--- config.mk ---
export PLATFORM = sky130hd
export DESIGN_NAME = decode_stage
export DESIGN_NICKNAME = d
export VERILOG_FILES = /design/src/rv32_pkg.sv /design/src/fetch_splitter.sv /design/src/instruction_decoder.sv /design/src/issue_collector.sv /design/src/decode_stage.sv
export VERILOG_INCLUDE_DIRS = /design/src
export SDC_FILE = /design/constraint.sdc
export NUM_CORES = 1
export LEC_CHECK = 0
export BUFFER_PORTS_ARGS = -buffer_cell sky130_fd_sc_hd__buf_2
export CAP_MARGIN = 10
export CORE_ASPECT_RATIO = 2
export CORE_UTILIZATION = 48
export DETAILED_ROUTE_END_ITERATION = 7
export HOLD_SLACK_MARGIN = 0.05
export PLACE_DENSITY = 0.7
export SKIP_CTS_REPAIR_TIMING = 1
export SYNTH_ARGS = -nofsm -noshare
export SYNTH_HDL_FRONTEND = slang
export SYNTH_SLANG_ARGS = --single-unit
export TNS_END_PERCENT = 30
--- constraint.sdc ---
create_clock -name clk -period 3.05 [get_ports clk]
set_clock_uncertainty 0.05 [all_clocks]
set_input_delay 0.61 -clock clk [delete_from_list [all_inputs] [get_ports clk]]
set_output_delay 0.61 -clock clk [all_outputs]
set_load 0.02 [all_outputs]
--- src/rv32_decode_consts.svh ---
`ifndef RV32_DECODE_CONSTS_SVH
`define RV32_DECODE_CONSTS_SVH

// ~~~~~~~~~~~~~~~~~~~~
// Packet shape
// ~~~~~~~~~~~~~~~~~~~~
`define RV_LANES 2  // Decode lanes per fetch packet.
`define RV_XLEN  32 // Instruction and pc width.

// ~~~~~~~~~~~~~~~~~~~~
// Field widths
// ~~~~~~~~~~~~~~~~~~~~
`define RV_REG_W 5  // Register index.
`define RV_OPC_W 5  // Opcode bits 6..2.
`define RV_OP_W  6  // Operation code.
`define RV_CSR_W 12 // CSR address.

`endif

--- src/rv32_pkg.sv ---
`default_nettype none
`include "rv32_decode_consts.svh"

package rv32_pkg;

    // ~~~~~~~~~~~~~~~~~~~~
    // Opcode classes, instruction bits 6..2
    typedef enum logic [`RV_OPC_W-1:0] {
        OPC_LOAD   = 5'b00000,
        OPC_OP_IMM = 5'b00100,
        OPC_AUIPC  = 5'b00101,
        OPC_STORE  = 5'b01000,
        OPC_OP     = 5'b01100,
        OPC_LUI    = 5'b01101,
        OPC_BRANCH = 5'b11000,
        OPC_JALR   = 5'b11001,
        OPC_JAL    = 5'b11011,
        OPC_SYSTEM = 5'b11100
    } opclass_e;

    // ~~~~~~~~~~~~~~~~~~~~
    // Decoded operations
    typedef enum logic [`RV_OP_W-1:0] {
        OP_ILLEGAL,
        OP_LUI, OP_AUIPC, OP_JAL, OP_JALR,
        OP_BEQ, OP_BNE, OP_BLT, OP_BGE, OP_BLTU, OP_BGEU,
        OP_LB, OP_LH, OP_LW, OP_LBU, OP_LHU,
        OP_SB, OP_SH, OP_SW,
        OP_ADDI, OP_SLTI, OP_SLTIU, OP_XORI, OP_ORI, OP_ANDI,
        OP_SLLI, OP_SRLI, OP_SRAI,
        OP_ADD, OP_SUB, OP_SLL, OP_SLT, OP_SLTU,
        OP_XOR, OP_SRL, OP_SRA, OP_OR, OP_AND,
        OP_CSRRW, OP_CSRRS, OP_CSRRC,
        OP_CSRRWI, OP_CSRRSI, OP_CSRRCI,
        OP_ECALL, OP_EBREAK, OP_MRET, OP_SRET, OP_WFI
    } inst_op_e;

    typedef struct packed {
        logic                valid;
        logic [`RV_XLEN-1:0] pc;
        logic [`RV_XLEN-1:0] instr;
    } fetch_slot_t;

    typedef struct packed {
        logic                 valid;
        inst_op_e             op;
        logic                 illegal;
        logic [`RV_REG_W-1:0] rd;
        logic [`RV_REG_W-1:0] rs1;       // Also the CSR uimm.
        logic [`RV_REG_W-1:0] rs2;
        logic                 reads_rs1;
        logic                 reads_rs2;
        logic                 writes_rd; // Never set for x0.
        logic [`RV_XLEN-1:0]  imm;       // CSR address for Zicsr.
        logic [`RV_XLEN-1:0]  pc;
    } decoded_t;

endpackage

`default_nettype wire

--- src/fetch_splitter.sv ---
`timescale 1ns/1ps
`default_nettype none
`include "rv32_decode_consts.svh"

module fetch_splitter (
    input  logic                          clk,
    input  logic                          rst_n,
    input  logic                          fetch_valid,
    input  logic [`RV_XLEN-1:0]           fetch_pc,
    input  logic [`RV_LANES*`RV_XLEN-1:0] fetch_bundle,
    output rv32_pkg::fetch_slot_t         slots [`RV_LANES]
);

    // ~~~~~~~~~~~~~~~~~~~~
    // Slot registers
    // ~~~~~~~~~~~~~~~~~~~~
    always_ff @(posedge clk) begin
        for (int i = 0; i < `RV_LANES; i++) begin
            slots[i].valid <= fetch_valid; // Drops on an idle cycle.
            if (fetch_valid) begin
                slots[i].pc    <= fetch_pc + `RV_XLEN'(4 * i);
                slots[i].instr <= fetch_bundle[i*`RV_XLEN +: `RV_XLEN];
            end
        end
        if (!rst_n) begin
            for (int i = 0; i < `RV_LANES; i++) begin
                slots[i].valid <= 1'b0;
            end
        end
    end

    // ~~~~~~~~~~~~~~~~~~~~
    // Checks
    // ~~~~~~~~~~~~~~~~~~~~
    for (genvar g = 0; g < `RV_LANES; g++) begin : gen_align_chk
        a_pc_aligned: assert property (
            @(posedge clk) disable iff (!rst_n)
            (fetch_valid && fetch_pc[1:0] == 2'b00) |=> (slots[g].pc[1:0] == 2'b00)
        );
    end

endmodule

`default_nettype wire

--- src/instruction_decoder.sv ---
`timescale 1ns/1ps
`default_nettype none
`include "rv32_decode_consts.svh"

module instruction_decoder (
    input  logic                  clk,
    input  logic                  rst_n,
    input  rv32_pkg::fetch_slot_t slot,
    output rv32_pkg::decoded_t    dec
);

    logic [`RV_XLEN-1:0] instr;
    rv32_pkg::opclass_e  opclass;
    logic [2:0]          funct3;
    logic [6:0]          funct7;
    logic [`RV_XLEN-1:0] imm_i;
    logic [`RV_XLEN-1:0] imm_s;
    logic [`RV_XLEN-1:0] imm_b;
    logic [`RV_XLEN-1:0] imm_u;
    logic [`RV_XLEN-1:0] imm_j;
    logic [`RV_XLEN-1:0] imm_csr;
    rv32_pkg::inst_op_e  op_c;
    logic                use_rs1_c;
    logic                use_rs2_c;
    logic                use_rd_c;
    logic [`RV_XLEN-1:0] imm_c;

    assign instr   = slot.instr;
    assign opclass = rv32_pkg::opclass_e'(instr[6:2]);
    assign funct3  = instr[14:12];
    assign funct7  = instr[31:25];

    // ~~~~~~~~~~~~~~~~~~~~
    // Immediate formats
    // ~~~~~~~~~~~~~~~~~~~~
    assign imm_i   = {{20{instr[31]}}, instr[31:20]};
    assign imm_s   = {{20{instr[31]}}, instr[31:25], instr[11:7]};
    assign imm_b   = {{19{instr[31]}}, instr[31], instr[7], instr[30:25], instr[11:8], 1'b0};
    assign imm_u   = {instr[31:12], 12'b0};
    assign imm_j   = {{11{instr[31]}}, instr[31], instr[19:12], instr[20], instr[30:21], 1'b0};
    assign imm_csr = {{(`RV_XLEN-`RV_CSR_W){1'b0}}, instr[31:20]};

    // ~~~~~~~~~~~~~~~~~~~~
    // Operation select
    // ~~~~~~~~~~~~~~~~~~~~
    always_comb begin
        op_c      = rv32_pkg::OP_ILLEGAL;
        use_rs1_c = 1'b0;
        use_rs2_c = 1'b0;
        use_rd_c  = 1'b0;
        imm_c     = '0;
        case (opclass)
            rv32_pkg::OPC_LUI: begin
                op_c     = rv32_pkg::OP_LUI;
                use_rd_c = 1'b1;
                imm_c    = imm_u;
            end
            rv32_pkg::OPC_AUIPC: begin
                op_c     = rv32_pkg::OP_AUIPC;
                use_rd_c = 1'b1;
                imm_c    = imm_u;
            end
            rv32_pkg::OPC_JAL: begin
                op_c     = rv32_pkg::OP_JAL;
                use_rd_c = 1'b1;
                imm_c    = imm_j;
            end
            rv32_pkg::OPC_JALR: begin
                if (funct3 == 3'b000) op_c = rv32_pkg::OP_JALR;
                use_rs1_c = 1'b1;
                use_rd_c  = 1'b1;
                imm_c     = imm_i;
            end
            rv32_pkg::OPC_BRANCH: begin
                case (funct3)
                    3'b000:  op_c = rv32_pkg::OP_BEQ;
                    3'b001:  op_c = rv32_pkg::OP_BNE;
                    3'b100:  op_c = rv32_pkg::OP_BLT;
                    3'b101:  op_c = rv32_pkg::OP_BGE;
                    3'b110:  op_c = rv32_pkg::OP_BLTU;
                    3'b111:  op_c = rv32_pkg::OP_BGEU;
                    default: op_c = rv32_pkg::OP_ILLEGAL;
                endcase
                use_rs1_c = 1'b1;
                use_rs2_c = 1'b1;
                imm_c     = imm_b;
            end
            rv32_pkg::OPC_LOAD: begin
                case (funct3)
                    3'b000:  op_c = rv32_pkg::OP_LB;
                    3'b001:  op_c = rv32_pkg::OP_LH;
                    3'b010:  op_c = rv32_pkg::OP_LW;
                    3'b100:  op_c = rv32_pkg::OP_LBU;
                    3'b101:  op_c = rv32_pkg::OP_LHU;
                    default: op_c = rv32_pkg::OP_ILLEGAL;
                endcase
                use_rs1_c = 1'b1;
                use_rd_c  = 1'b1;
                imm_c     = imm_i;
            end
            rv32_pkg::OPC_STORE: begin
                case (funct3)
                    3'b000:  op_c = rv32_pkg::OP_SB;
                    3'b001:  op_c = rv32_pkg::OP_SH;
                    3'b010:  op_c = rv32_pkg::OP_SW;
                    default: op_c = rv32_pkg::OP_ILLEGAL;
                endcase
                use_rs1_c = 1'b1;
                use_rs2_c = 1'b1;
                imm_c     = imm_s;
            end
            rv32_pkg::OPC_OP_IMM: begin
                case (funct3)
                    3'b000:  op_c = rv32_pkg::OP_ADDI;
                    3'b010:  op_c = rv32_pkg::OP_SLTI;
                    3'b011:  op_c = rv32_pkg::OP_SLTIU;
                    3'b100:  op_c = rv32_pkg::OP_XORI;
                    3'b110:  op_c = rv32_pkg::OP_ORI;
                    3'b111:  op_c = rv32_pkg::OP_ANDI;
                    3'b001: begin
                        if (funct7 == 7'h00) op_c = rv32_pkg::OP_SLLI;
                    end
                    default: begin // Right shifts.
                        if (funct7 == 7'h00) op_c = rv32_pkg::OP_SRLI;
                        else if (funct7 == 7'h20) op_c = rv32_pkg::OP_SRAI;
                    end
                endcase
                use_rs1_c = 1'b1;
                use_rd_c  = 1'b1;
                imm_c     = imm_i;
            end
            rv32_pkg::OPC_OP: begin
                case ({funct7, funct3})
                    {7'h00, 3'b000}: op_c = rv32_pkg::OP_ADD;
                    {7'h20, 3'b000}: op_c = rv32_pkg::OP_SUB;
                    {7'h00, 3'b001}: op_c = rv32_pkg::OP_SLL;
                    {7'h00, 3'b010}: op_c = rv32_pkg::OP_SLT;
                    {7'h00, 3'b011}: op_c = rv32_pkg::OP_SLTU;
                    {7'h00, 3'b100}: op_c = rv32_pkg::OP_XOR;
                    {7'h00, 3'b101}: op_c = rv32_pkg::OP_SRL;
                    {7'h20, 3'b101}: op_c = rv32_pkg::OP_SRA;
                    {7'h00, 3'b110}: op_c = rv32_pkg::OP_OR;
                    {7'h00, 3'b111}: op_c = rv32_pkg::OP_AND;
                    default:         op_c = rv32_pkg::OP_ILLEGAL;
                endcase
                use_rs1_c = 1'b1;
                use_rs2_c = 1'b1;
                use_rd_c  = 1'b1;
            end
            rv32_pkg::OPC_SYSTEM: begin
                if (funct3 == 3'b000) begin
                    case (instr) // Exact encodings only.
                        32'h0000_0073: op_c = rv32_pkg::OP_ECALL;
                        32'h0010_0073: op_c = rv32_pkg::OP_EBREAK;
                        32'h3020_0073: op_c = rv32_pkg::OP_MRET;
                        32'h1020_0073: op_c = rv32_pkg::OP_SRET;
                        32'h1050_0073: op_c = rv32_pkg::OP_WFI;
                        default:       op_c = rv32_pkg::OP_ILLEGAL;
                    endcase
                end else begin
                    case (funct3)
                        3'b001:  op_c = rv32_pkg::OP_CSRRW;
                        3'b010:  op_c = rv32_pkg::OP_CSRRS;
                        3'b011:  op_c = rv32_pkg::OP_CSRRC;
                        3'b101:  op_c = rv32_pkg::OP_CSRRWI;
                        3'b110:  op_c = rv32_pkg::OP_CSRRSI;
                        3'b111:  op_c = rv32_pkg::OP_CSRRCI;
                        default: op_c = rv32_pkg::OP_ILLEGAL;
                    endcase
                    use_rs1_c = !funct3[2]; // Immediate forms carry a uimm.
                    use_rd_c  = 1'b1;
                    imm_c     = imm_csr;
                end
            end
            default: op_c = rv32_pkg::OP_ILLEGAL;
        endcase
        // Only 32-bit encodings, so bits 1..0 must be 11.
        if (instr[1:0] != 2'b11) op_c = rv32_pkg::OP_ILLEGAL;
        if (op_c == rv32_pkg::OP_ILLEGAL) begin
            use_rs1_c = 1'b0;
            use_rs2_c = 1'b0;
            use_rd_c  = 1'b0;
        end
    end

    // ~~~~~~~~~~~~~~~~~~~~
    // Output register
    // ~~~~~~~~~~~~~~~~~~~~
    always_ff @(posedge clk) begin
        dec.valid     <= slot.valid;
        dec.op        <= op_c;
        dec.illegal   <= (op_c == rv32_pkg::OP_ILLEGAL);
        dec.rd        <= instr[11:7];
        dec.rs1       <= instr[19:15];
        dec.rs2       <= instr[24:20];
        dec.reads_rs1 <= use_rs1_c;
        dec.reads_rs2 <= use_rs2_c;
        dec.writes_rd <= use_rd_c && (instr[11:7] != '0);
        dec.imm       <= imm_c;
        dec.pc        <= slot.pc;
        if (!rst_n) dec.valid <= 1'b0;
    end

    a_dec_consistent: assert property (
        @(posedge clk) disable iff (!rst_n)
        dec.valid |-> (dec.illegal == (dec.op == rv32_pkg::OP_ILLEGAL))
                      && (!dec.writes_rd || dec.rd != '0)
    );

endmodule

`default_nettype wire

--- src/issue_collector.sv ---
`timescale 1ns/1ps
`default_nettype none
`include "rv32_decode_consts.svh"

module issue_collector (
    input  logic                 clk,
    input  logic                 rst_n,
    input  rv32_pkg::decoded_t   decs [`RV_LANES],
    output logic                 issue_valid,
    output logic [`RV_LANES-1:0] issue_mask,
    output rv32_pkg::decoded_t   issue_insts [`RV_LANES],
    output logic                 trap_valid,
    output logic [`RV_XLEN-1:0]  trap_pc,
    output logic                 replay_valid,
    output logic [`RV_XLEN-1:0]  replay_pc
);

    logic [`RV_LANES-1:0] hazard_c;
    logic [`RV_LANES-1:0] mask_c;
    logic                 trap_c;
    logic                 replay_c;
    logic [`RV_XLEN-1:0]  block_pc_c;

    // ~~~~~~~~~~~~~~~~~~~~
    // Intra-packet RAW hazards
    // ~~~~~~~~~~~~~~~~~~~~
    always_comb begin
        hazard_c = '0;
        for (int i = 1; i < `RV_LANES; i++) begin
            for (int j = 0; j < i; j++) begin
                if (decs[j].writes_rd &&
                    ((decs[i].reads_rs1 && decs[i].rs1 == decs[j].rd) ||
                     (decs[i].reads_rs2 && decs[i].rs2 == decs[j].rd))) begin
                    hazard_c[i] = 1'b1;
                end
            end
        end
    end

    // Issue stops at the first blocked lane.
    always_comb begin : blk_issue
        logic lane_open;
        lane_open  = 1'b1;
        mask_c     = '0;
        trap_c     = 1'b0;
        replay_c   = 1'b0;
        block_pc_c = '0;
        for (int i = 0; i < `RV_LANES; i++) begin
            if (!decs[i].valid) begin
                lane_open = 1'b0;
            end else if (lane_open && !decs[i].illegal && !hazard_c[i]) begin
                mask_c[i] = 1'b1;
            end else if (lane_open) begin
                lane_open  = 1'b0;
                trap_c     = decs[i].illegal;
                replay_c   = !decs[i].illegal;
                block_pc_c = decs[i].pc;
            end
        end
    end

    always_ff @(posedge clk) begin
        issue_valid  <= decs[0].valid;
        issue_mask   <= mask_c;
        issue_insts  <= decs;
        trap_valid   <= trap_c;
        trap_pc      <= block_pc_c;
        replay_valid <= replay_c;
        replay_pc    <= block_pc_c;
        if (!rst_n) begin
            issue_valid  <= 1'b0;
            issue_mask   <= '0;
            trap_valid   <= 1'b0;
            replay_valid <= 1'b0;
            for (int i = 0; i < `RV_LANES; i++) begin
                issue_insts[i].valid <= 1'b0;
            end
        end
    end

    a_mask_no_gap: assert property (
        @(posedge clk) disable iff (!rst_n)
        (issue_mask & (issue_mask + 1'b1)) == '0
    );

    for (genvar g = 0; g < `RV_LANES; g++) begin : gen_mask_chk
        a_mask_valid: assert property (
            @(posedge clk) disable iff (!rst_n)
            issue_mask[g] |-> issue_insts[g].valid
        );
    end

endmodule

`default_nettype wire

--- src/decode_stage.sv ---
`timescale 1ns/1ps
`default_nettype none
`include "rv32_decode_consts.svh"

module decode_stage (
    input  logic                          clk,
    input  logic                          rst_n,
    input  logic                          fetch_valid,
    input  logic [`RV_XLEN-1:0]           fetch_pc,
    input  logic [`RV_LANES*`RV_XLEN-1:0] fetch_bundle,
    output logic                          issue_valid,
    output logic [`RV_LANES-1:0]          issue_mask,
    output rv32_pkg::decoded_t            issue_insts [`RV_LANES],
    output logic                          trap_valid,
    output logic [`RV_XLEN-1:0]           trap_pc,
    output logic                          replay_valid,
    output logic [`RV_XLEN-1:0]           replay_pc
);

    rv32_pkg::fetch_slot_t slots [`RV_LANES];
    rv32_pkg::decoded_t    decs  [`RV_LANES];

    fetch_splitter u_splitter (
        .clk          (clk),
        .rst_n        (rst_n),
        .fetch_valid  (fetch_valid),
        .fetch_pc     (fetch_pc),
        .fetch_bundle (fetch_bundle),
        .slots        (slots)
    );

    // ~~~~~~~~~~~~~~~~~~~~
    // One decoder per lane.
    for (genvar g = 0; g < `RV_LANES; g++) begin : gen_lane
        instruction_decoder u_decoder (
            .clk   (clk),
            .rst_n (rst_n),
            .slot  (slots[g]),
            .dec   (decs[g])
        );
    end

    issue_collector u_collector (
        .clk          (clk),
        .rst_n        (rst_n),
        .decs         (decs),
        .issue_valid  (issue_valid),
        .issue_mask   (issue_mask),
        .issue_insts  (issue_insts),
        .trap_valid   (trap_valid),
        .trap_pc      (trap_pc),
        .replay_valid (replay_valid),
        .replay_pc    (replay_pc)
    );

endmodule

`default_nettype wire

# Yosys cells after proc, flatten, opt, wreduce, memory -nomap -nowiden

Cells that the tools add are included.

Equality and inequality tests: 66
Multiplexer cells: 63
Reduce and logical (&&, ||, !) cells: 36
$add $sub $neg: 1

Operators with widths:

| kind                                            | number |
|---|---|
| case mux 32 bit (6 select lines)                | 2 |
| case mux 6 bit (10 select lines)                | 4 |
| two-way mux 32 bit                              | 5 |
| == test 32 x 29 -> 1 bit, second input constant | 4 |
| case mux 6 bit (7 select lines)                 | 2 |
| == test 10 x 3 -> 1 bit, second input constant  | 8 |
| case mux 6 bit (6 select lines)                 | 2 |
| == test 32 x 21 -> 1 bit, second input constant | 2 |
| == test 32 x 30 -> 1 bit, second input constant | 2 |
| == test 32 x 7 -> 1 bit, second input constant  | 2 |
| case mux 6 bit (5 select lines)                 | 2 |
| case mux 4 bit (6 select lines)                 | 2 |
| == test 10 x 2 -> 1 bit, second input constant  | 4 |
| == test 10 x 9 -> 1 bit, second input constant  | 4 |
| == test 5 bit, second input constant            | 8 |
| case mux 4 bit (5 select lines)                 | 2 |
| two-way mux 6 bit                               | 6 |
| adder 32 x 3 -> 32 bit, second input constant   | 1 |
| == test 5 x 4 -> 1 bit, second input constant   | 6 |
| case mux 5 bit (3 select lines)                 | 2 |
| == test 3 bit, second input constant            | 8 |
| two-way mux 12 bit                              | 2 |
| two-way mux 1 bit                               | 22 |
| == test 10 x 1 -> 1 bit, second input constant  | 2 |
| 23 further kinds                                | 62 |

Register bits: 523

# Longest topological paths before layout

Gate-level depths: netlist (run 1).

Depth after elaboration: 9
Mapped depth: 10
Gate-level depth less buffers: 8

# Hierarchy

A second synthesis (run 1) with hierarchy kept.

Cell total of the unflattened synthesis: 1,279
Area total of the unflattened synthesis: 16,341.9 µm²

By module, submodules not included:

| module                                       | sequential area each (µm²) | times used | area an instance (µm²) | cells each |
|---|---|---|---|---|
| issue_collector                              | 4,324.1                    | 1          | 5,373.9                | 383 |
| fetch_splitter                               | 3,803.6                    | 1          | 4,443.0                | 217 |
| instruction_decoder at gen_lane[1].u_decoder | 1,801.7                    | 1          | 3,274.4                | 344 |
| instruction_decoder at gen_lane[0].u_decoder | 1,801.7                    | 1          | 3,250.6                | 335 |

# Worst setup path before layout (run 1)

Ideal clock, no wire load.

Path type: register -> register
Start point: register u_splitter.slots[90] (netlist name)
End point: register gen_lane[0].u_decoder.dec[64] (netlist name)
Setup time: 79 ps
Arrival: 2,142 ps
Slack: 779 ps
Stages on the path, launching flop included: 8
Data required time: 2,921 ps
Cell sequence: edfxtp_1 nor3_4 nand4_2 or4b_1 a211o_1 a31oi_4 nor4_2 a211oi_2

Cells in the longest elaborated chain, start to end: 9
Elaborated cells on any way between the ends: 29
Classes of those cells: eq/ne: 15; mux: 10; reduce/logical: 4

Ends and longest elaborated chain:

| element                                 | line                       | RTL |
|---|---|---|
| == test 7 x 6 -> 1 bit                  | instruction_decoder.sv:125 | `else if (funct7 == 7'h20) op_c = rv32_pkg::OP_SRAI;` |
| two-way mux 5 bit                       | instruction_decoder.sv:125 |  |
| two-way mux 6 bit                       | instruction_decoder.sv:124 | `if (funct7 == 7'h00) op_c = rv32_pkg::OP_SRLI;` |
| case mux 6 bit (7 select lines)         | instruction_decoder.sv:113 | `case (funct3)` |
| case mux 6 bit (10 select lines) *      | instruction_decoder.sv:52  | `case (opclass)` |
| two-way mux 6 bit *                     | instruction_decoder.sv:178 | `if (instr[1:0] != 2'b11) op_c = rv32_pkg::OP_ILLEGAL;` |
| named net gen_lane[0].u_decoder.op_c[0] | instruction_decoder.sv:22  | `rv32_pkg::inst_op_e op_c;` |
| zero test 6 bit *                       | instruction_decoder.sv:179 | `if (op_c == rv32_pkg::OP_ILLEGAL) begin` |
| two-way mux 1 bit *                     | instruction_decoder.sv:179 |  |
| logical AND 1 bit *                     | instruction_decoder.sv:198 | `dec.writes_rd <= use_rd_c && (instr[11:7] != '0);` |
| end: declaration                        | instruction_decoder.sv:9   | `output rv32_pkg::decoded_t dec` |

Mark *: on every way through the listed nets, which the timed path passes. The rest lies on a longest branch.
A chain may end at the register's enable or synchronous reset.

# Final worst setup path (run 1)

Start point: register u_splitter.slots[14] (netlist name)
End point: register gen_lane[1].u_decoder.dec[65] (netlist name)

Cells in the longest elaborated chain, start to end: 6
Elaborated cells on any way between the ends: 35
Classes of those cells: eq/ne: 21; mux: 11; reduce/logical: 3

Ends and longest elaborated chain:

| element                                                                                   | line                                                   | RTL |
|---|---|---|
| == test 32 x 29 -> 1 bit, or another cell as far along                                    | instruction_decoder.sv:152                             | `case (instr)` |
| case mux 6 bit (5 select lines) / case mux 6 bit (6 select lines) (equally long branches) | instruction_decoder.sv:152, instruction_decoder.sv:161 |  |
| two-way mux 6 bit                                                                         | instruction_decoder.sv:151                             | `if (funct3 == 3'b000) begin` |
| case mux 6 bit (10 select lines) *                                                        | instruction_decoder.sv:52                              |  |
| two-way mux 6 bit *                                                                       | instruction_decoder.sv:178                             |  |
| named net gen_lane[1].u_decoder.op_c[1]                                                   | instruction_decoder.sv:22                              |  |
| zero test 6 bit *                                                                         | instruction_decoder.sv:179                             |  |
| end: declaration                                                                          | instruction_decoder.sv:9                               |  |

Marks and branches as above.

==> results.toml, run 1 <==
[synth]
synth-main-ff-cell = "dfxtp_1"
yosys_warnings = 0
synthesis.area_sq_mm = 0.01581
synth_cells = 1192
synth_area_leaders = "dfxtp_1 (50%), edfxtp_1 (24%), a22o_1 (2.2%), nand2_1 (2.2%), buf_4 (1.8%)"
synth_edf_count = 126
yosysTopAreaCell = "dfxtp_1"
avgSynthCellArea_sq_um = 13.27
synthArstFlopShare_pct = 0
ys_seq_area_share_pct = 73.43
ys_ff_latch = 517
synth_top_area_share_pct = 49.50
syn-num-nets = 1292
synthDistinctLibCells = 77

[clocking]
root_buffer = "clkbuf_16"
cts_sinks = 517
cts.clk_slew.worst_paths_ns = 0.07
cts_buffer_depth = 3
cts_buffers = 42
clock_latency_ns = 0.56
htree_levels = 2
cts_tree = "done"

[power]
ir_worst_vdd_mv = 0.5123
powerDensity_mw_per_mm2 = 737.8
power_leakage_nw = 8.426

[die]
initial_core_util_pct = 48.88
fp.coreArea_sq_mm = 0.03235
die_h_um = 258.7
rows = 93
boundaryPins = 348
die_w_um = 130.3
dieArea_sq_mm = 0.03372

[grt]
grt_max_degree = 49
grt_pass1_vias = 10870
grt_overflow_total = 0
grt_pass1_wl_mm = 63.07
grt_usage_pct = 25.81
antenna_found_initial = 9

[setup_path]
crit_fanout = 14
worstPathCellList = "nand2b_1 > o22ai_1 > a32oi_1 > nand3_1 > o31a_1 > nor4_2 > a21oi_1"
startpoint_type = "flip-flop"
criticalPathCategory = "reg2reg"
crit_arrival_ns = 3.30
rr_endpoint = "gen_lane[1].u_decoder.dec[65]"
slowest_delay_ns = 0.68
reg2reg_slack_ns = 0.12
endpoint_kind = "flip-flop"
reg2reg_depth = 7
crit_path_top_delay_cell = "edfxtp_1"
crit_required_ns = 3.42
r2r-start = "u_splitter.slots[14]"

[route]
wl_per_cell_um = 21.38
drt-pass1-iter-count = 5
drt_iter0_drc = 563
via_per_inst = 5.194
drc = 0
finalWirelength_mm = 43.28
num_vias = 10510
ant_nets = 0

[hold_path]
hold_path.class = "in2reg"
hp-start = "fetch_bundle[35]"
holdPathEnd = "u_splitter.slots[3]"
whs_path_depth = 1

[status]
status = "finished, final reports clean"

[cells_and_area]
fin_nets = 1656
area_growth_pct = 23.18
drive_above_1_share_pct = 30.88
fin_area_sq_mm = 0.01948

[placement]
place_area_sq_mm = 0.01804
port_buffers = 347
dp_hpwl_mm = 33.23
gp_congestion = 0.9543

[timing]
maxSlewHeadroom_pct = 42.87
max_freq_ghz = 0.3416
hold_viol = 0
setup_viol = 0
whs_ns = 0.1766
worst_pin_slew_ns = 0.8492
setup_tns_ns = 0
finalMaxSlewViolations = 0
post-route-period-util_pct = 95.99
period_needed_ns = 2.928

[flow_run]
drv_cap = 0
==> placed cells by master, fill, tap and decap left out, drive strengths merged, types with 4 or more instances in the layout <==
cell type | Yosys | layout
a211o | 4 | 4
a211oi | 8 | 8
a21boi | 8 | 8
a21o | 18 | 18
a21oi | 24 | 24
a22o | 40 | 40
a31oi | 6 | 6
a32oi | 8 | 8
and2 | 28 | 28
and3 | 5 | 5
and3b | 4 | 4
buf | 56 | 407
clkbuf | 31 | 59
clkinv | 0 | 13
dfxtp | 391 | 391
diode | 0 | 7
edfxtp | 126 | 126
inv | 12 | 15
nand2 | 91 | 91
nand2b | 8 | 8
nand3 | 26 | 26
nand3b | 5 | 5
nand4 | 19 | 19
nand4b | 4 | 4
nor2 | 58 | 58
nor2b | 16 | 16
nor3 | 21 | 21
nor3b | 9 | 9
nor4 | 11 | 11
nor4b | 4 | 4
o2111ai | 4 | 4
o21a | 4 | 4
o21ai | 33 | 33
o21bai | 5 | 5
o22ai | 8 | 8
or2 | 4 | 4
xnor2 | 31 | 31
xor2 | 11 | 11
==> sequential cells by signal (all words and copies together), names as in the netlist <==
name,cells
u_collector.trap_pc,32
u_collector.trap_valid,1
u_collector.issue_insts,176
u_collector.issue_mask,2
u_collector.issue_valid,1
gen_lane.u_decoder.dec,177
u_splitter.slots,127
u_collector.replay_valid,1
==> layer usage <==
layer | share of wire, % | track usage (%) | up-vias
li1 | - | - | 4928
met1 | 31 | 22.60 | 5017
met2 | 57 | 50.52 | 424
met3 | 5.0 | 4.913 | 139
met4 | 6.7 | 17.72 | 4
met5 | 0.062 | 0 | -
==> per-stage QoR <==
step / utilization (%) / worst slack (ns) / power (W) / std cells
finish: 60.21 / 0.1223 / 0.01437 / 2024
global route: 60.21 / -0.03944 / 0.01487 / 2024
CTS: 60.02 / 0.01869 / 0.01449 / 2013
detailed placement: 55.76 / 0.03243 / 0.009201 / 1935
global placement: 55.76 / 0.1448 / 0.009179 / 1935
floorplan: - / 0.7786 / 0.008561 / 1192
==> worst max-delay path, delay by kind of cell, from the launching register on <==
| kind | cells | cell delay, ns |
|---|---|---|
| AND/OR/NAND/NOR | 3 | 0.97 |
| AO/OA/AOI/OAI | 4 | 1.09 |
| flip-flops | 1 | 0.68 |
==> synth_stat cells (all sizes together), types with 4 or more instances <==
library cell,count
a211o,4
a211oi,8
a21boi,8
a21o,18
a21oi,24
a22o,40
a31oi,6
a32oi,8
and2,28
and3,5
and3b,4
buf,56
clkbuf,31
dfxtp,391
edfxtp,126
inv,12
nand2,91
nand2b,8
nand3,26
nand3b,5
nand4,19
nand4b,4
nor2,58
nor2b,16
nor3,21
nor3b,9
nor4,11
nor4b,4
o2111ai,4
o21a,4
o21ai,33
o21bai,5
o22ai,8
or2,4
xnor2,31
xor2,11
==> layout make-up <==
class                   instances  area [sq um]
fillers                      2634         12870
diodes                          7         17.52
repair buffers                407          2206
well taps                     427         534.3
flip-flops and latches        517         11610
clock buffers                  59          1219
inverters                      12         45.04
clock inverters                19         157.7
multi-input cells             576          3687
==> logic make-up (layout without fill, tap and decap cells) <==
| logic type | Yosys count | after routing | synth area share, % |
|---|---|---|---|
| buf+inv | 99 | 497 | 3.402 |
| xor+xnor | 42 | 42 | 2.326 |
| fa+ha+maj | 1 | 1 | 0.07911 |
| other cells | 0 | 7 | 0 |
| flops | 517 | 517 | 73.43 |
| compound gates | 201 | 201 | 9.298 |
| mux | 1 | 1 | 0.06330 |
| simple gates | 331 | 331 | 11.40 |
==> power by group <==
part	total, W	switching (W)	leakage [nW]	internal (W)
Combinational	0.00122	0.000786	3.27	0.000437
Sequential	0.00784	0.000292	4.48	0.00755
Clock	0.00531	0.00239	0.678	0.00292
==> worst max path at each step <==
| stage | to | start | slack, ns |
|---|---|---|---|
| 5_1_grt | gen_lane[1].u_decoder.dec[65] | u_splitter.slots[14] | -0.04 |
| 4_1_cts | gen_lane[0].u_decoder.dec[64] | u_splitter.slots[77] | 0.02 |
| 3_3_place_gp | gen_lane[0].u_decoder.dec[66] | u_splitter.slots[77] | 0.14 |
| 2_1_floorplan | gen_lane[0].u_decoder.dec[64] | u_splitter.slots[90] | 0.78 |
| 3_5_place_dp | gen_lane[0].u_decoder.dec[64] | u_splitter.slots[77] | 0.03 |
| 6_report | gen_lane[1].u_decoder.dec[65] | u_splitter.slots[14] | 0.12 |
Note: power is estimated with default switching activity, not from simulation.
==> run 2, diff against run 1 <==
--- a/config.mk
+++ b/config.mk
@@ -8,13 +8,14 @@
 export LEC_CHECK = 0
 export BUFFER_PORTS_ARGS = -buffer_cell sky130_fd_sc_hd__buf_2
 export CAP_MARGIN = 10
+export CELL_PAD_IN_SITES_DETAIL_PLACEMENT = 0
+export CELL_PAD_IN_SITES_GLOBAL_PLACEMENT = 2
 export CORE_ASPECT_RATIO = 2
-export CORE_UTILIZATION = 48
+export CORE_UTILIZATION = 36
 export DETAILED_ROUTE_END_ITERATION = 7
 export HOLD_SLACK_MARGIN = 0.05
-export PLACE_DENSITY = 0.7
+export PLACE_DENSITY = 0.77
 export SKIP_CTS_REPAIR_TIMING = 1
 export SYNTH_ARGS = -nofsm -noshare
 export SYNTH_HDL_FRONTEND = slang
 export SYNTH_SLANG_ARGS = --single-unit
-export TNS_END_PERCENT = 30
==> run 2 against run 1 <==
  * Combinational power barely moved
  * Clock power rose by 7.2%
  * Sequential share of layout area fell by 1.0 points
  * Wire length rose by 3.9%
  * Global-route usage fell by 5.6 points
  * Maximum frequency rose by 0.47%
  * Power rose by 2.7%
  * Sequential cell count did not move
  * Sequential power barely moved
  * Critical path depth did not move
  * Die area rose by 33%
  * Critical path type unchanged
  * Largest cell class unchanged
  * Highest routed layer unchanged
==> results.toml, run 2 (same netlist as run 1, synthesis figures left out) <==
[route]
num_vias = 10340
wl_met3_mm = 2.483
drt-pass1-iter-count = 4
wl_per_cell_um = 20.90
drc = 0
top_layer_used = "met5"
finalWirelength_mm = 44.97
drt_iter0_drc = 466
dr_wl_met2_mm = 25.42
met1Wirelength_mm = 14.87
ant_nets = 0
via_per_inst = 4.805

[die]
die_w_um = 150.2
initial_core_util_pct = 36.45
rows = 108
fp.coreArea_sq_mm = 0.04338
dieArea_sq_mm = 0.04482
die_h_um = 298.4
boundaryPins = 348

[timing]
setup_tns_ns = 0
max_freq_ghz = 0.3432
fin_ws_ns = 0.1360
period_needed_ns = 2.914
maxSlewHeadroom_pct = 43.80
worst_pin_slew_ns = 0.8353
setup_viol = 0
rsz0062_at_grt = "no"
post-route-period-util_pct = 95.54
finalMaxSlewViolations = 0
hold_viol = 0

[setup_path]
path_buf_inv = 1
startpoint_type = "flip-flop"
crit_fanout = 6
reg2reg_depth = 7
slowest_delay_ns = 0.78
endpoint_kind = "flip-flop"
crit_required_ns = 3.47
criticalPathCategory = "reg2reg"
critPathTopFamily = "simple AND/OR/NAND/NOR gates"
r2r-start = "u_splitter.slots[96]"
crit_path_top_delay_cell = "nor4_1"
worstPathCellList = "nor4_1 > or4b_1 > a211o_1 > a31oi_4 > nor4_2 > buf_4 > a211oi_2"
rr_endpoint = "gen_lane[0].u_decoder.dec[64]"
reg2reg_slack_ns = 0.14
crit_arrival_ns = 3.33

[hold_path]
whs_path_depth = 1
hp-start = "fetch_bundle[18]"
holdPathEnd = "u_splitter.slots[83]"
hold_path.class = "in2reg"

[power]
p_seq_share_pct = 53.0
power_leakage_nw = 8.529
powerDensity_mw_per_mm2 = 744.5
internal-power_w = 0.01112
clkPwrFrac_pct = 38.6
power_w = 0.01475
combPwrFrac_pct = 8.4
sw_frac_of_total_pct = 24.61
ir_worst_vdd_mv = 0.4298
power.switching_w = 0.003631

[cells_and_area]
final_common_cell = "dfxtp_1"
area_growth_pct = 25.33
reg.largest.list = "gen_lane.u_decoder.dec (177), u_collector.issue_insts (176), u_splitter.slots (127)"
fin_cells = 2152
top_register = "gen_lane.u_decoder.dec"
fin_nets = 1665
drive_above_1_share_pct = 31.48
fin_area_sq_mm = 0.01982
final_cell_mix = "dfxtp_1 (391), buf_2 (346), edfxtp_1 (126)"
largest_reg_flops = 177

[grt]
grt_overflow_total = 0
grt_pass1_vias = 10730
grt_usage_pct = 20.19
grt_pass1_wl_mm = 65.76
grt_max_degree = 128
antenna_found_initial = 7

[placement]
pre_cts_slack_ns = 0.06588
dp_hpwl_mm = 34.23
gp_congestion = 0.9202
port_buffers = 347
dp_cells = 2069
place_area_sq_mm = 0.01831

[flow_run]
drv_cap = 0

[clocking]
cts_buffer_depth = 3
cts.clk_slew.worst_paths_ns = 0.07
cts_sinks = 517
cts_buffers = 44
cts_tree = "done"
root_buffer = "clkbuf_16"
clock_latency_ns = 0.56
htree_levels = 2

[status]
status = "finished, final reports clean"
[run 2: metrics by stage]
stage | hold WS, ns | utilization [%]
2_1_floorplan | 0.2596 | -
3_3_place_gp | 0.2606 | 42.22
3_5_place_dp | 0.2621 | 42.22
4_1_cts | 0.1317 | 45.68
5_1_grt | 0.1406 | 45.68
6_report | 0.1635 | 45.69
[run 2: area by class of cell]
class,instances,area [sq um]
Inverter,12,45.04
Antenna cell,1,2.502
Tap cell,550,688.2
Clock buffer,58,1290
Multi-Input combinational cell,576,3674
Fill cell,4033,23560
Clock inverter,24,211.5
Timing Repair Buffer,414,2296
Sequential cell,517,11610
[run 2: power by group through the flow]
stage	clock network (W)	logic, W	registers, W
after floorplan	0	0.000465	0.00810
final	0.00569	0.00124	0.00782
after CTS	0.00586	0.00126	0.00783
after global placement	0	0.00126	0.00797
after detailed placement	0	0.00125	0.00799
after global routing	0.00609	0.00133	0.00788
[run 2: worst max-delay path by stage]
stage                         startpoint                            end  slack (ns)  cells after the start
floorplan           u_splitter.slots[90]  gen_lane[0].u_decoder.dec[64]        0.78                      7
global placement    u_splitter.slots[79]  gen_lane[0].u_decoder.dec[64]        0.08                     10
detailed placement  u_splitter.slots[79]  gen_lane[0].u_decoder.dec[64]        0.07                     10
CTS                 u_splitter.slots[79]  gen_lane[0].u_decoder.dec[64]        0.05                     10
global route        u_splitter.slots[96]  gen_lane[0].u_decoder.dec[64]        0.04                      7
finish              u_splitter.slots[96]  gen_lane[0].u_decoder.dec[64]        0.14                      7
[run 2: worst register-to-register path, stage by stage (launching register included)]
cell and delay (ns):
edfxtp_1 0.53, nor4_1 0.79, or4b_1 0.50, a211o_1 0.34
a31oi_4 0.18, nor4_2 0.07, buf_4 0.17, a211oi_2 0.21
[run 2: metal layers]
layer,vias up,global-route usage (%)
met4,8,9.788
met5,-,0
met2,371,40.00
li1,4929,-
met1,4925,18.87
met3,108,4.168
==> run 3, diff against run 2 <==
--- a/config.mk
+++ b/config.mk
@@ -6,15 +6,15 @@
 export SDC_FILE = /design/constraint.sdc
 export NUM_CORES = 1
 export LEC_CHECK = 0
+export ABC_AREA = 1
 export BUFFER_PORTS_ARGS = -buffer_cell sky130_fd_sc_hd__buf_2
-export CAP_MARGIN = 10
 export CELL_PAD_IN_SITES_DETAIL_PLACEMENT = 0
 export CELL_PAD_IN_SITES_GLOBAL_PLACEMENT = 2
 export CORE_ASPECT_RATIO = 2
-export CORE_UTILIZATION = 36
+export CORE_UTILIZATION = 29
 export DETAILED_ROUTE_END_ITERATION = 7
 export HOLD_SLACK_MARGIN = 0.05
-export PLACE_DENSITY = 0.77
+export PLACE_DENSITY = 0.66
 export SKIP_CTS_REPAIR_TIMING = 1
 export SYNTH_ARGS = -nofsm -noshare
 export SYNTH_HDL_FRONTEND = slang
==> run 3 against run 2 <==
  * Final cell count is 16% higher
  * Non-clock buffer count is 50 lower
  * Synthesized cell count is 20% higher
  * Sequential cell count stayed put
  * Count of clock-buffer cells in the layout is 9 higher
  * Area after synthesis is 1.4% higher
  * Sequential power hardly changed
  * Wire length is 2.3% higher
  * Sequential share of layout area is 0.32 points lower
==> results.toml, run 3 <==
[synth]
avgSynthCellArea_sq_um = 11.19
synth_top_area_share_pct = 48.82
ys_seq_area_share_pct = 72.42
synth_edf_count = 126
yosys_warnings = 0
yosysTopAreaCell = "dfxtp_1"
synthesis.area_sq_mm = 0.01603
synth-main-ff-cell = "dfxtp_1"
synth_area_leaders = "dfxtp_1 (49%), edfxtp_1 (24%), nand2_1 (5.9%), nor2_1 (3.5%), nand3_1 (3.5%)"
synth.top_cells.by_count = "dfxtp_1 (391), nand2_1 (251), nor2_1 (149)"
syn-num-nets = 1533
synthDistinctLibCells = 48
ys_ff_latch = 517
yosysMostFrequentCell = "dfxtp_1"
synthArstFlopShare_pct = 0
synth_cells = 1433

[power]
power_leakage_nw = 9.168
powerDensity_mw_per_mm2 = 739.9
ir_worst_vdd_mv = 0.5436

[route]
met1Wirelength_mm = 15.69
finalWirelength_mm = 46.02
drc = 0
wl_met3_mm = 2.714
via_per_inst = 4.295
top_layer_used = "met5"
drt_iter0_drc = 487
drt-pass1-iter-count = 5
ant_nets = 0
num_vias = 10730
dr_wl_met2_mm = 25.55
wl_per_cell_um = 18.42

[placement]
dp_hpwl_mm = 36.29
port_buffers = 347
pre_cts_slack_ns = 0.3211
gp_congestion = 0.8610

[die]
fp.coreArea_sq_mm = 0.05450
boundaryPins = 348
die_h_um = 334.5
dieArea_sq_mm = 0.05629
rows = 121
initial_core_util_pct = 29.42
die_w_um = 168.3

[setup_path]
criticalPathCategory = "reg2reg"
crit_arrival_ns = 2.96
crit_required_ns = 3.45
startpoint_type = "flip-flop"
slowest_delay_ns = 0.52
worstPathCellList = "inv_1 > nand2_1 > nor2_1 > inv_1 > nand3_1 > inv_1 > nand2_1 > nand2_1 > o21ai_0"
crit_fanout = 8
endpoint_kind = "flip-flop"
path_buf_inv = 3
crit_path_top_delay_cell = "edfxtp_1"
critPathTopFamily = "simple AND/OR/NAND/NOR gates"

[clocking]
clock_latency_ns = 0.58
htree_levels = 2
cts_buffers = 45
cts_tree = "done"
root_buffer = "clkbuf_16"
cts_sinks = 517
cts_buffer_depth = 3
cts.clk_slew.worst_paths_ns = 0.07

[timing]
setup_tns_ns = 0
hold_viol = 0
finalMaxSlewViolations = 0
maxSlewHeadroom_pct = 52.52
post-route-period-util_pct = 83.74
fin_ws_ns = 0.4958
worst_pin_slew_ns = 0.7095
whs_ns = 0.1495
rsz0062_at_grt = "no"
max_freq_ghz = 0.3915
period_needed_ns = 2.554
setup_viol = 0

[cells_and_area]
reg.largest.list = "gen_lane.u_decoder.dec (177), u_collector.issue_insts (176), u_splitter.slots (127)"
final_common_cell = "dfxtp_1"
fin_nets = 1883
drive_above_1_share_pct = 26.39
final_util_pct = 36.56
area_growth_pct = 24.28
largest_reg_flops = 177
top_register = "gen_lane.u_decoder.dec"
final_cell_mix = "dfxtp_1 (391), buf_2 (346), nand2_1 (251)"

[hold_path]
hold_path.class = "in2reg"

[grt]
grt_usage_pct = 16.28
antenna_found_initial = 6
grt_max_degree = 49
grt_pass1_vias = 11050
grt_pass1_wl_mm = 67.43
grt_overflow_total = 0

[flow_run]
drv_cap = 0

[status]
status = "finished, final reports clean"
## run 3: cell types whose count changed after synthesis, moves of 16 or more
cell      delta
a21o_1      -18
a22o_1      -40
and2_1      -27
clkbuf_1    -16
inv_1      +120
nand2_1    +160
nand3_1     +85
nor2_1      +91
nor2b_1     -16
xnor2_1     -18
## run 3: logic make-up (layout without fill, tap and decap cells)
| kind of cell | Yosys count | in the layout | share of synthesized area, % |
|---|---|---|---|
| AND/OR/NAND/NOR | 587 | 587 | 16.37 |
| other | 0 | 3 | 0 |
| AO/OA/AOI/OAI | 94 | 94 | 3.426 |
| XOR/XNOR | 37 | 37 | 2.021 |
| adder cells (fa/ha/maj) | 1 | 1 | 0.07802 |
| buffers and inverters | 197 | 583 | 5.689 |
| flip-flops | 517 | 517 | 72.42 |
## run 3: report_power, final
group | internal [W] | total, W | switching (W)
combinational | 0.000348 | 0.00119 | 0.000844
sequential | 0.00755 | 0.00779 | 0.000232
clock | 0.00321 | 0.00577 | 0.00256
## run 3: per-layer routing
layer,vias to the layer above,GRT usage (%)
li1,5316,-
met1,4911,15.35
met2,401,32.40
met3,96,3.493
met4,6,7.834
met5,-,0
## run 3: cell type report
type                       instances  area [sq um]
fill                            5508         34570
sequential                       517         11610
multi-input combinational        719          3513
timing repair buffer             364          1896
clock buffer                      67          1393
tap                              676         845.8
inverter                         136         513.0
clock inverter                    16         148.9
antenna                            3         7.507
## run 3: path summary, 6_finish.rpt
check | from | endpoint | slack (ns) | depth (start not counted)
worst max-delay path | u_splitter.slots[71] | gen_lane[0].u_decoder.dec[44] | 0.50 | 9
worst min-delay path | fetch_bundle[24] | u_splitter.slots[89] | 0.15 | 1
worst max register to register | u_splitter.slots[71] | gen_lane[0].u_decoder.dec[44] | 0.50 | 9
worst min register to register | gen_lane[0].u_decoder.dec[33] | u_collector.issue_insts[123] | 0.26 | 0
## run 3: through the flow
stage	cells	total power (W)	area, sq um
CTS	2495	0.01499	19920
finish	2498	0.01474	19930
global route	2498	0.01536	19930
floorplan	1433	0.008547	16030
detailed placement	2412	0.009165	18380
global placement	2412	0.009161	18380
